===== config.mk =====
export PLATFORM = sky130hd
export DESIGN_NAME = micro_sequencer
export DESIGN_NICKNAME = d
export VERILOG_FILES = /design/src/mcpu_pkg.sv /design/src/micro_sequencer.sv
export SDC_FILE = /design/constraint.sdc
export NUM_CORES = 1
export LEC_CHECK = 0
export BUFFER_PORTS_ARGS = -buffer_cell sky130_fd_sc_hd__buf_4
export CORE_MARGIN = 2
export CORE_UTILIZATION = 43
export DETAILED_ROUTE_END_ITERATION = 8
export GPL_TIMING_DRIVEN = 0
export PLACE_DENSITY = 0.84
export SKIP_LAST_GASP = 1
export SLEW_MARGIN = 20
export SYNTH_ARGS = -nofsm -noshare
export SYNTH_HDL_FRONTEND = slang
export SYNTH_SLANG_ARGS = --single-unit

===== constraint.sdc =====
create_clock -name clk -period 2.8 [get_ports clk]
set_input_delay 0 -clock clk [delete_from_list [all_inputs] [get_ports clk]]
set_output_delay 0 -clock clk [all_outputs]
set_load 0.01 [all_outputs]

===== src/mcpu_pkg.sv =====
// shared types, control-word layout and sequencing codes for the microprogrammed accumulator CPU
`default_nettype none

package mcpu_pkg;

   // ********************************************************************
   // widths with a meaning of their own
   // ********************************************************************

   // one byte of data, a memory address or an instruction byte
   typedef logic [7:0] data_t;

   // upper six bits of an instruction byte, used to index the mapping ROM
   typedef logic [5:0] opcode_t;

   // address into the microprogram ROM
   typedef logic [7:0] upc_t;

   // number of microcode words actually loaded, anything at or above is bad
   localparam int unsigned MICRO_DEPTH = 64;

   // map entry value that marks an opcode with no microprogram
   localparam upc_t MAP_ILLEGAL = 8'hff;

   // ********************************************************************
   // control-word field codes
   // ********************************************************************

   // ALU function, the second operand is mem_rdata except for pass_operand
   typedef enum logic [2:0] {
      alu_pass_mem     = 3'd0,
      alu_pass_operand = 3'd1,
      alu_add          = 3'd2,
      alu_sub          = 3'd3,
      alu_and          = 3'd4
   } alu_op_t;

   // how the sequencer picks the next microprogram address
   typedef enum logic [1:0] {
      seq_next     = 2'd0,
      seq_jump     = 2'd1,
      seq_dispatch = 2'd2,
      seq_halt     = 2'd3
   } next_sel_t;

   // one 22-bit microcode word, msb first as stored in micro_rom.dat
   typedef struct packed {
      next_sel_t next_sel;
      upc_t      next_addr;
      alu_op_t   alu_op;
      logic      acc_ld;
      logic      ir_ld;
      logic      opnd_ld;
      logic      pc_inc;
      logic      pc_ld;
      logic      pc_ld_zero;
      logic      mem_wr;
      // 0 addresses memory with the pc, 1 with the operand register
      logic      addr_sel;
      logic      out_ld;
   } micro_word_t;

   // the datapath strobes of a control word, without the sequencing fields
   typedef struct packed {
      alu_op_t alu_op;
      logic    acc_ld;
      logic    ir_ld;
      logic    opnd_ld;
      logic    pc_inc;
      logic    pc_ld;
      logic    pc_ld_zero;
      logic    mem_wr;
      logic    addr_sel;
      logic    out_ld;
   } ctrl_t;

   // sequencer FSM, halted and fault are both sticky until reset
   typedef enum logic [1:0] {
      st_run    = 2'd0,
      st_halted = 2'd1,
      st_fault  = 2'd2
   } seq_state_t;

endpackage

`default_nettype wire

===== src/micro_sequencer.sv =====
// microsequencer with the microprogram counter, next-address choice and run/halt/fault FSM
`timescale 1ns/1ps
`default_nettype none

module micro_sequencer (
   input  logic                  clk,
   input  logic                  rst,
   input  mcpu_pkg::micro_word_t word,
   input  mcpu_pkg::upc_t        start,
   input  logic                  illegal,
   input  logic                  addr_error,
   output mcpu_pkg::ctrl_t       ctrl,
   output mcpu_pkg::upc_t        upc,
   output logic                  halted,
   output logic                  fault
);

   import mcpu_pkg::*;

   seq_state_t state;
   logic       fault_event;
   logic       ctrl_en;

   // a bad microcode address is always fatal, an undefined opcode only
   // matters on the word that dispatches on it
   assign fault_event = addr_error || ((word.next_sel == seq_dispatch) && illegal);

   // strobes reach the datapath only on a good word while running
   assign ctrl_en = (state == st_run) && !fault_event;

   // ********************************************************************
   // control strobes to the datapath
   // ********************************************************************

   always_comb
   begin
      ctrl = '0;
      if (ctrl_en)
      begin
         ctrl.alu_op     = word.alu_op;
         ctrl.acc_ld     = word.acc_ld;
         ctrl.ir_ld      = word.ir_ld;
         ctrl.opnd_ld    = word.opnd_ld;
         ctrl.pc_inc     = word.pc_inc;
         ctrl.pc_ld      = word.pc_ld;
         ctrl.pc_ld_zero = word.pc_ld_zero;
         ctrl.mem_wr     = word.mem_wr;
         ctrl.addr_sel   = word.addr_sel;
         ctrl.out_ld     = word.out_ld;
      end
   end

   // ********************************************************************
   // upc and state register
   // ********************************************************************

   always_ff @(posedge clk)
   begin
      if (rst)
      begin
         // fetch begins at word 0 on the first cycle after reset
         upc   <= '0;
         state <= st_run;
      end
      else if (state == st_run)
      begin
         if (fault_event)
         begin
            // upc stays on the offending word
            state <= st_fault;
         end
         else
         begin
            case (word.next_sel)
               seq_next:     upc <= upc + upc_t'(1);
               seq_jump:     upc <= word.next_addr;
               seq_dispatch: upc <= start;
               default:      state <= st_halted;
            endcase
         end
      end
   end

   // both levels come straight from the state register
   assign halted = (state == st_halted);
   assign fault  = (state == st_fault);

endmodule

`default_nettype wire


# == After elaboration in Yosys (flattened, before gate mapping) ==
# Cells that the tools add are included.
# op_classes
n_bitwise,1
eq_ne,5
shift,0
n_addsub,1
magnitude_cmp,0
reduce_logical,10
mux,4
div_mod_pow,0
multipliers,0
# op_table
operator,n
8-bit case mux with 3 select lines,1
12-bit two-way mux,1
"8-bit by 1-bit adder with 8-bit output, second input constant",1
"2-bit by 1-bit == test with 1-bit output, second input constant",2
"2-bit == test, second input constant",2
2-bit logical NOT,2
2-bit two-way mux,2
3-bit AND reduction,1
3-bit nonzero test,1
3-bit OR reduction,1
1-bit logical AND,2
"2-bit by 1-bit inequality test with 1-bit output, second input constant",1
2-bit AND reduction,1
1-bit logical NOT,1
1-bit logical OR,1
1-bit inverter,1
# word_totals
romBits,0
inputBits,34
reg_bits,10
latch_bits,0
elab_cells,23
mem_count,0
mem_bits_rw,0

# == Depth between registers and ports, before layout ==
# depth
ltp_word,6
depth_mapped,8

# == Worst setup path after synthesis ==
# No wires, ideal clock.
# synth_path
kind,input to register
startpoint,in word[20] (netlist name)
endpoint,reg upc[1]
stages,8
setup_time_ps,128
path_slack_ps,1349
arrival_time_ps,1323
path_cell_list,inv_1 -> ha_1 -> buf_6 -> a2111oi_4 -> and2b_1 -> buf_4 -> mux2i_1 -> nor2_1
# synth_via
elab_chain_len,5
word_cells_on_any_way,9
classes_between,2 x eq/ne; 1 x mux; 1 x bitwise; 5 x reduce/logical
# synth_rtl
item,line_no,rtl
start: declaration,micro_sequencer.sv:8,"input mcpu_pkg::micro_word_t word,"
2-bit == test,"micro_sequencer.sv:26, micro_sequencer.sv:74",
1-bit logical AND,micro_sequencer.sv:26,assign fault_event = addr_error || ((word.next_sel == seq_dispatch) && illegal);
1-bit logical OR,micro_sequencer.sv:26,
1-bit inverter (no source line),n/a,
3-bit AND reduction (no source line),n/a,
end signal: assignment,micro_sequencer.sv:75,seq_next: upc <= upc + upc_t'(1);
end signal: assignment,micro_sequencer.sv:76,seq_jump: upc <= word.next_addr;
end signal: assignment,micro_sequencer.sv:77,seq_dispatch: upc <= start;
end: declaration,micro_sequencer.sv:13,"output mcpu_pkg::upc_t upc,"
# Parallel ways exist; a longest one is shown, timed or not.
# A chain may end at the register's enable or synchronous reset.

==> run_results.csv <==
group,metric,value,unit
status,status,"finished clean",
layout,fill_cells,151,
floorplanning,rows,15,
yosys,synth_cells,99,
cts,clkTransAtPathRegs,80,ps
layout,final_common_cell,"buf_4",
timing,rsz0062_at_grt,"false",
yosys,yosys_warnings,0,
detailed_routing,num_vias,973,
yosys,yosysUniqueCellTypes,31,
power,seqPwrFrac,0.355,
critical_path,cpPeakStageDelay,460,ps
timing,worst_pin_slew,466,ps
critical_path,cp_slowest_cell,"a2111oi_4",
critical_path,crit_path_start_kind,"flip-flop",
cts,cts_sinks,10,
detailed_routing,drc_errors,0,
hold_path,hold_path.class,"primary input to flip-flop",
layout,multi_input_area,538,um2
yosys,synthTopCellsByArea,"dfxtp_1 25%, and2_1 9.5%, ha_1 6.3%",
grt,grt_overflow,0,
grt,antenna_found_initial,0,
yosys,synthFlopType,"dfxtp_1",
detailed_routing,viasPerCell,5.32,
timing,max_freq,589,MHz
layout,regArea,200,um2
grt,grt_pass1_wl,3.67,mm
grt,grt_max_degree,11,
detailed_routing,first_pass_iters,4,
cts,cts_resized,0,
cts,root_buffer,"clkbuf_4",
critical_path,worstSetupEndpointType,"output port",
yosys,ys_ff_latch,10,
placed_design,detailed_place_hpwl,1.94,mm
layout,syn_to_final_growth,60.8,%
yosys,synth_top_cell_by_area,"dfxtp_1",
job,cap_violations,0,
detailed_routing,ant_nets,0,
hold_path,whs_path_depth,3,
power,ir_drop,0.000272,V
cts,htree_levels,1,
critical_path,critPathArrivalTime,1700,ps
yosys,async_flop_share,0,
placed_design,io_buffers,55,
timing,post-route-min-period,1700,ps
yosys,synth_edf_count,0,
critical_path,crit_required,2800,ps
placed_design,dp_slack,1080,ps
detailed_routing,drt_iter0_drc,24,
power,combPwrFrac,0.337,
timing,fin_setup_tns,0,ps
floorplanning,io_pins,56,
layout,final_cell_mix,"56 x buf_4, 12 x and2_1, 10 x dfxtp_1",
timing,finalHoldViolCount,0,
detailed_routing,wl_per_cell,13.1,um
floorplanning,core_region_area,1730,um2
floorplanning,fp.dieW,46.9,um
timing,fin_ws,1100,ps
layout,final_nets,197,
power,power_switching,131,uW
critical_path,reg2reg_depth,5,
power,p_leak,0.000572,uW
power,total_power,444,uW
power,clkPwrFrac,0.308,
grt,grtUsageTotal,0.235,
floorplanning,die_h,46.9,um
cts,clk_latency,270,ps
critical_path,crit_family,"compound AO/OA/AOI/OAI gates",
timing,relSlewSlack,0.689,
detailed_routing,wirelength,2.41,mm
cts,hold_buffers,0,
yosys,synth_seq_area_share,0.253,
timing,maxSlewViolCount,0,
placed_design,gp_congestion,0.869,
critical_path,cp_max_fo,10,
power,p_sw_frac,0.294,
power,powerDensity,350,nW/um2
cts,clockBufferDepth,2,
critical_path,critPathBufInv,2,
yosys,syn_nets,137,
cts,post-cts-setup-buffers,0,
layout,drive_gt1_frac,0.430,
critical_path,r2r_setup_slack,1290,ps
yosys,synth.top_cell.area_share,0.253,
yosys,synth_area,791,um2
critical_path,path_depth,4,
yosys,syn_avg_cell_area,7.99,um2
timing,post-route-period-util,0.606,
floorplanning,dieArea,2200,um2
timing,setup_viol,0,
power,p_int,314,uW
layout,n_antenna_cell,0,
grt,grt_pass1_vias,890,
cts,tritoncts,"done",
cts,cts_buffers,3,
floorplanning,initial_utilization,0.458,
critical_path,path_class,"flip-flop to output port",
timing,clock_skew,5.94,ps
critical_path,crit_chain,"a2111oi_4 -> clkbuf_1 -> and2_1 -> buf_4",
worst register-to-register path, delay by kind of cell (launching register included):
kind            cells  cell delay (ps)
compound gates      1              460
flops               1              350
buf+inv             1              150
mux                 1              190
simple gates        2              240
cells in the mapped netlist (all sizes together) (4+ instances only):
| cell | n |
|---|---|
| clkbuf | 5 |
| dfxtp | 10 |
| inv | 4 |
| ha | 4 |
| a21oi | 9 |
| and2 | 14 |
| nor2 | 4 |
| o21ai | 9 |
| nand2 | 4 |
| a22oi | 6 |
worst paths after layout:
kind | start | end
worst max-delay path | state[0] | ctrl[7]
worst min-delay path | rst | upc[7]
worst max register to register | state[0] | upc[1]
worst min register to register | upc[7] | upc[7]
logic make-up after synthesis:
kind of cell	synth area share
AOI/OAI and AO/OA	0.302
DFF	0.253
and+or+nand+nor	0.302
buffers and inverters	0.0665
muxes	0.0127
adders and majority gates	0.0633
per-stage QoR:
| step | hold slack [ps] | cells | area, um2 | util |
|---|---|---|---|---|
| 6_report | 22.9 | 183 | 1270 | 0.736 |
| 5_1_grt | 43.8 | 183 | 1270 | 0.736 |
| 4_1_cts | 25.0 | 183 | 1270 | 0.736 |
| 3_5_place_dp | 286 | 179 | 1230 | 0.715 |
| 3_3_place_gp | 286 | 179 | 1230 | 0.715 |
| 2_1_floorplan | 139 | 99 | 791 | - |
state kept, by name (all words and copies together) (netlist names):
signal  cells
upc         8
state       2
cell type report:
cell class / count / area share
Sequential cell: 10 / 0.157
Buffer: 7 / 0.0295
Multi-Input combinational cell: 78 / 0.423
Tap cell: 25 / 0.0246
Clock buffer: 4 / 0.0285
Inverter: 4 / 0.0118
Timing Repair Buffer: 55 / 0.325
power by group through the flow:
stage	sequential, uW	combinational (uW)	clock [uW]
global placement	161	146	0
detailed placement	161	150	0
CTS	158	150	138
finish	158	150	137
floorplan	162	72.8	0
global route	159	166	144
per-layer routing:
layer  vias up  share of wire  track usage
li1        477              -            -
met1       464           0.42        0.282
met2        30           0.53        0.389
met3         2          0.043       0.0654
met4         0         0.0083        0.106
met5         -              0            0
Power figures use the tool's default switching activity.
