`src/mcpu_pkg.sv`:
```
// shared types, control-word layout and sequencing codes for the microprogrammed accumulator CPU
`default_nettype none

package mcpu_pkg;

   // ********************************************************************
   // widths with a meaning of their own
   // ********************************************************************

   // one byte of data, a memory address or an instruction byte
   typedef logic [7:0] data_t;

   // upper six bits of an instruction byte, used to index the mapping ROM
   typedef logic [5:0] opcode_t;

   // address into the microprogram ROM
   typedef logic [7:0] upc_t;

   // number of microcode words actually loaded, anything at or above is bad
   localparam int unsigned MICRO_DEPTH = 64;

   // map entry value that marks an opcode with no microprogram
   localparam upc_t MAP_ILLEGAL = 8'hff;

   // ********************************************************************
   // control-word field codes
   // ********************************************************************

   // ALU function, the second operand is mem_rdata except for pass_operand
   typedef enum logic [2:0] {
      alu_pass_mem     = 3'd0,
      alu_pass_operand = 3'd1,
      alu_add          = 3'd2,
      alu_sub          = 3'd3,
      alu_and          = 3'd4
   } alu_op_t;

   // how the sequencer picks the next microprogram address
   typedef enum logic [1:0] {
      seq_next     = 2'd0,
      seq_jump     = 2'd1,
      seq_dispatch = 2'd2,
      seq_halt     = 2'd3
   } next_sel_t;

   // one 22-bit microcode word, msb first as stored in micro_rom.dat
   typedef struct packed {
      next_sel_t next_sel;
      upc_t      next_addr;
      alu_op_t   alu_op;
      logic      acc_ld;
      logic      ir_ld;
      logic      opnd_ld;
      logic      pc_inc;
      logic      pc_ld;
      logic      pc_ld_zero;
      logic      mem_wr;
      // 0 addresses memory with the pc, 1 with the operand register
      logic      addr_sel;
      logic      out_ld;
   } micro_word_t;

   // the datapath strobes of a control word, without the sequencing fields
   typedef struct packed {
      alu_op_t alu_op;
      logic    acc_ld;
      logic    ir_ld;
      logic    opnd_ld;
      logic    pc_inc;
      logic    pc_ld;
      logic    pc_ld_zero;
      logic    mem_wr;
      logic    addr_sel;
      logic    out_ld;
   } ctrl_t;

   // sequencer FSM, halted and fault are both sticky until reset
   typedef enum logic [1:0] {
      st_run    = 2'd0,
      st_halted = 2'd1,
      st_fault  = 2'd2
   } seq_state_t;

endpackage

`default_nettype wire
```
`src/datapath.sv`:
```
// datapath with pc, instruction and operand registers, accumulator, ALU and output register
`timescale 1ns/1ps
`default_nettype none

module datapath (
   input  logic              clk,
   input  logic              rst,
   input  mcpu_pkg::ctrl_t   ctrl,
   input  mcpu_pkg::data_t   mem_rdata,
   output mcpu_pkg::data_t   mem_addr,
   output mcpu_pkg::data_t   mem_wdata,
   output logic              mem_we,
   output mcpu_pkg::opcode_t opcode,
   output mcpu_pkg::data_t   out_data,
   output logic              out_valid
);

   import mcpu_pkg::*;

   data_t pc;
   data_t ir;
   data_t operand;
   data_t acc;
   data_t alu_result;
   logic  acc_zero;

   // ********************************************************************
   // memory port
   // ********************************************************************

   // fetch reads at the pc, data accesses use the operand as address
   assign mem_addr  = ctrl.addr_sel ? operand : pc;
   // STA is the only writer and always stores the accumulator
   assign mem_wdata = acc;
   assign mem_we    = ctrl.mem_wr;

   // the low two bits of an instruction byte are not decoded
   assign opcode = ir[7:2];

   // ********************************************************************
   // ALU
   // ********************************************************************

   always_comb
   begin
      case (ctrl.alu_op)
         alu_pass_mem:     alu_result = mem_rdata;
         alu_pass_operand: alu_result = operand;
         alu_add:          alu_result = acc + mem_rdata;
         alu_sub:          alu_result = acc - mem_rdata;
         alu_and:          alu_result = acc & mem_rdata;
         default:          alu_result = mem_rdata;
      endcase
   end

   // zero test on the accumulator as it stands, used by JZ
   assign acc_zero = (acc == '0);

   // ********************************************************************
   // registers
   // ********************************************************************

   always_ff @(posedge clk)
   begin
      if (rst)
      begin
         pc        <= '0;
         ir        <= '0;
         acc       <= '0;
         out_data  <= '0;
         out_valid <= 1'b0;
      end
      else
      begin
         // a taken jump wins over the fetch increment
         if (ctrl.pc_ld || (ctrl.pc_ld_zero && acc_zero))
         begin
            pc <= operand;
         end
         else if (ctrl.pc_inc)
         begin
            pc <= pc + data_t'(1);
         end
         if (ctrl.ir_ld)
         begin
            ir <= mem_rdata;
         end
         if (ctrl.acc_ld)
         begin
            acc <= alu_result;
         end
         if (ctrl.out_ld)
         begin
            out_data <= acc;
         end
         // one-cycle pulse following the OUT execute word
         out_valid <= ctrl.out_ld;
      end
   end

   // operand byte is plain payload, loaded in the second fetch word
   always_ff @(posedge clk)
   begin
      if (ctrl.opnd_ld)
      begin
         operand <= mem_rdata;
      end
   end

endmodule

`default_nettype wire

```
`config.mk`:
```
export PLATFORM = sky130hd
export DESIGN_NAME = datapath
export DESIGN_NICKNAME = d
export VERILOG_FILES = /design/src/mcpu_pkg.sv /design/src/datapath.sv
export SDC_FILE = /design/constraint.sdc
export NUM_CORES = 1
export LEC_CHECK = 0
export BUFFER_PORTS_ARGS = -buffer_cell sky130_fd_sc_hd__buf_2
export CAP_MARGIN = 5
export CORE_MARGIN = 3
export CORE_UTILIZATION = 51
export CTS_BUF_LIST = sky130_fd_sc_hd__clkbuf_4 sky130_fd_sc_hd__clkbuf_8
export CTS_CLUSTER_DIAMETER = 30
export DETAILED_ROUTE_END_ITERATION = 7
export PLACE_DENSITY = 0.8
export SLEW_MARGIN = 20
export SYNTH_ARGS = -nofsm -noshare
export SYNTH_HDL_FRONTEND = slang
export SYNTH_SLANG_ARGS = --single-unit
```
`constraint.sdc`:
```
create_clock -name clk -period 2.6 [get_ports clk]
set_input_delay 0.52 -clock clk [delete_from_list [all_inputs] [get_ports clk]]
set_output_delay 0.52 -clock clk [all_outputs]
set_load 0.1 [all_outputs]
```
Word-level counts from Yosys, hierarchy flattened:

Cells that the tools add are included.

* register bits: 41
* word-level logic and storage cells: 22
* output and inout port bits: 32
* bits of input ports: 22

* bitwise logic cells: 1
* reduce and logical (&&, ||, !) cells: 4
* $add $sub $neg: 3
* equal/unequal tests: 4
* muxes and demuxes: 4

Operators by type and width (number)
* $pmux 8 s4: 1
* $mux 8: 3
* $add 8x1->8 const B: 1
* $add 8x8->8: 1
* $and 8x8->8: 1
* $logic_not 8->1: 1
* $sub 8x8->8: 1
* $eq 3x2->1 const B: 2
* $eq 3x1->1 const B: 1
* $eq 3x3->1 const B: 1
* $reduce_bool 2->1: 1
* $logic_and 1x1->1: 1
* $logic_or 1x1->1: 1

Logic depth before layout (Yosys ltp):

* depth after elaboration: 4
* mapped depth: 12
* mapped depth without buffers: 11

Worst setup path before layout:

Ideal clock, no wire load.

* path kind: input to register
* start point: input port ctrl[9] (netlist bit)
* end point: register acc[5] (netlist: mem_wdata[5])
* required time: 2458 ps
* setup slack: -6 ps
* stages: 12
* arrival time: 2465 ps
* buffers on the path: 1
* library setup time: 142 ps
* cell sequence: buf_2 > nor2b_1 > nand2_1 > nor2_1 > a21o_1 > inv_1 > ha_1 > nor2b_1 > o31a_1 > o211a_1 > o31ai_1 > a311oi_1

* cells in the longest elaborated chain, start to end: 2
* elaborated cells between the ends (all ways): 5
* those cells by class: 4 x eq/ne; 1 x mux

RTL lines
* start, declared: line datapath.sv:8 `input mcpu_pkg::ctrl_t ctrl,`
* $eq 3x3->1 (tied with other cells): line datapath.sv:46 `case (ctrl.alu_op)`
* $pmux 8 s4 (*): line datapath.sv:46
* end signal, assigned: line datapath.sv:90 `acc <= alu_result;`
* end, declared: line datapath.sv:23 `data_t acc;`

Every way passes the cells marked *; elsewhere a longest branch is shown, timed or not.
A chain may end at the register's enable or synchronous reset.

Final worst setup path:

Ends and elaborated chain as after synthesis.

==> metrics.md <==
| Metric | Value |
|---|---|
| Worst hold slack across all endpoints | `0.4929 ns` |
| Number of different library cells in the post-synthesis netlist | `52` |
| Multi-input gate area | `0.001398 mm2` |
| H-tree lvl count | `2` |
| Sink Count | `39` |
| Clock tree from TritonCTS | `yes` |
| Post-Route Skew | `0.007140 ns` |
| Startpoint types | `primary input` |
| DP Area | `0.002725 mm2` |
| Start point of the worst min-delay path | `mem_rdata[7]` |
| Final-report hold violation count | `0` |
| Critical path cell sequence | `buf_2, nor2b_2, nand2_1, nor2_1, a21o_1, inv_1, ha_1, nor2b_1, o31a_1, o211a_1, o31ai_1, a311oi_1` |
| # hold bufs at CTS | `0` |
| Leakage power of the design | `1.290 nW` |
| Post-CTS resize count | `0` |
| Total count of max-transition violations in the final report | `0` |
| Top Family by Delay on Critical Path | `compound AO/OA/AOI/OAI gates` |
| Die Footprint | `0.005544 mm2` |
| Number of buffers between clock root and the deepest sink | `2` |
| Worst-Skew Late Latency | `0.29 ns` |
| Worst relative slew slack | `0.5834` |
| Number of antenna repair diodes | `0` |
| Synth async-reset ratio | `0` |
| Register bit count reported by yosys | `39` |
| Effective utilization at floorplan | `0.5377` |
| Clock transition at path regs | `0.08 ns` |
| Final setup fails | `0` |
| Cell count of the worst reg-to-reg path | `8` |
| Crit Reg-Reg Endpoint | `mem_wdata[4]` |
| # port buffers | `51` |
| Number of setup buffers added after CTS | `0` |
| Number of global-route vias before repair | `2104` |
| Synth warnings | `0` |
| Via count normalized by instance count | `5.884` |
| Pin slew with the least headroom to its limit | `0.6249 ns` |
| Remaining design rule violation count | `0` |
| Core footprint | `0.004444 mm2` |
| Total clock buffers created by CTS | `5` |
| Average footprint of a synthesized cell | `9.052 um2` |
| Number of detailed-route iterations in the first pass | `4` |
| Final total power | `1.818 mW` |
| Worst Path Class, Setup | `in -> reg` |
| Sum of net half-perimeters after detailed placement | `4683 um` |
| Final instance area | `0.002815 mm2` |
| Residual overflow from global routing | `0` |
| Proportion of layout cells with a drive suffix above 1 | `0.2688` |
| IR drop worst, VDD | `0.0004206 V` |
| Highest clock frequency the design can meet | `428.1 MHz` |
| Final wirelength | `6276 um` |
| Overall global routing resource usage | `0.2424` |
| Required time worst endpoint | `2.76 ns` |
| Die H | `74.46 um` |
| # IOs | `54` |
| Classification of the worst-slack hold path | `in -> reg` |
| Width of the chip | `74.46 um` |
| Power density relative to cell area | `645.8 mW/mm2` |
| Number of nets with antenna violations after routing | `0` |
| Post-Syn Nets | `297` |
| Hold EP | `operand[7]` |
| Number of fillers in the final layout | `382` |
| Mapped cell area | `0.002390 mm2` |
| Register area | `860.8 um2` |
| Combined buffer and inverter count along the critical path | `2` |
| Unrepaired setup endpoints after global routing | `no` |
| Layout net count | `352` |
| Cell at the slowest stage of the critical path | `o31a_1` |
| Violation count after the first detailed-routing iteration | `183` |
| Worst setup slack for register-to-register paths | `0.52 ns` |
| Clock root buffer | `clkbuf_8` |
| Launch instance of the worst register-to-register path | `mem_wdata[0]` |
| Global-route wire length before repair | `10230 um` |
| Routed len/inst | `16.87 um` |
| Final min period | `2.336 ns` |
| Initial antenna violation count | `0` |
| Dominant register cell in the synthesized netlist | `dfxtp_1` |
| Number of enable-type register cells in the synthesized netlist | `8` |
| Outcome | `completed` |
| Fin crit share | `0.8985` |
| Critical path data arrival time | `2.49 ns` |
| Seq/Total Area, Yosys | `0.3602` |
| Number of cells produced by synthesis | `264` |
| Max cap viols | `0` |
| Maximum number of pins on one net before global-route repair | `33` |
| Routability-driven placement congestion ratio | `0.9517` |
| Site row count | `24` |
| Vias | `2189` |
| Highest cell delay on the worst timing path | `0.30 ns` |
| Critical path fanouts, max | `5` |
| Area overhead of the layout relative to synthesis | `17.80%` |
| Endpoint class of the critical path | `flip-flop` |
| Worst hold path cell count | `1` |
-- area by class of cell --
| type | count | share of cell area |
|---|---|---|
| clock inverters | 1 | 0.002222 |
| well taps | 52 | 0.02311 |
| repair buffers | 63 | 0.1227 |
| clock buffers | 7 | 0.02978 |
| flip-flops and latches | 39 | 0.3058 |
| inverters | 15 | 0.02000 |
| multi-input cells | 195 | 0.4964 |
-- power breakdown --
group          switching (mW)  internal, mW
combinational           0.486         0.189
clock                   0.219         0.212
sequential             0.0487         0.664
-- worst max-delay path by stage --
stage	from	endpoint	slack, ns	cells after the start
finish	ctrl[9]	mem_wdata[5]	0.26	12
global route	ctrl[9]	mem_wdata[5]	0.12	12
CTS	ctrl[9]	mem_wdata[5]	0.30	12
detailed placement	ctrl[9]	mem_wdata[5]	-0.02	12
global placement	ctrl[9]	mem_wdata[5]	0.05	12
floorplan	ctrl[9]	mem_wdata[5]	0.04	12
-- per-stage QoR --
stage | setup slack [ns] | util | setup TNS, ns | cells
floorplan | 0.03840 | - | 0 | 264
global placement | 0.05419 | 0.6132 | 0 | 364
detailed placement | -0.01541 | 0.6132 | -0.01541 | 364
CTS | 0.2962 | 0.6334 | 0 | 372
global route | 0.1188 | 0.6334 | 0 | 372
finish | 0.2639 | 0.6334 | 0 | 372
-- layer usage --
metal | global-route usage | up-vias | routed length [um]
li1 | - | 1059 | -
met1 | 0.3205 | 1013 | 2729
met2 | 0.3961 | 107 | 2924
met3 | 0.05270 | 10 | 514
met4 | 0.07510 | 0 | 108
met5 | 0 | - | 0
-- flip-flops by register name, indices dropped and copies added, names as in the netlist --
| register | flops |
|---|---|
| ir | 6 |
| mem_wdata | 8 |
| operand | 8 |
| out_data | 8 |
| out_valid | 1 |
| pc | 8 |
-- layout by cell type (no fill, tap or decap), types with 5 or more instances in the layout --
cell	n
buf_4	12
buf_2	51
inv_1	15
xor2_1	7
dfxtp_1	31
nor2_1	39
a21oi_1	12
o21ai_0	13
edfxtp_1	8
mux2i_1	18
clkbuf_8	5
a211oi_1	11
mux2_2	8
ha_1	10
xnor2_1	10
nand2_1	10
-- cell usage after synthesis (all sizes together) (7+ instances only) --
library cell / instances / area (um2)
nor2: 40 / 157.6
nand2: 10 / 37.54
buf: 8 / 51.29
ha: 10 / 125.1
mux2i: 18 / 180.2
xnor2: 10 / 87.58
edfxtp: 8 / 240.2
o21ai: 14 / 70.06
mux2: 8 / 90.09
a211oi: 12 / 95.09
clkbuf: 7 / 26.28
xor2: 7 / 61.31
a21oi: 13 / 68.82
inv: 15 / 56.30
dfxtp: 31 / 620.6
-- logic make-up (layout without fill, tap and decap cells) --
logic type | Yosys count | count (layout) | share of synthesized area
AO/OA/AOI/OAI | 65 | 65 | 0.1927
XOR/XNOR | 17 | 17 | 0.06230
adder cells (fa/ha/maj) | 11 | 11 | 0.06073
buffers and inverters | 30 | 86 | 0.05602
flip-flops | 39 | 39 | 0.3602
multiplexers | 26 | 26 | 0.1131
AND/OR/NAND/NOR | 76 | 76 | 0.1550
Note: power is estimated with default switching activity, not from simulation.
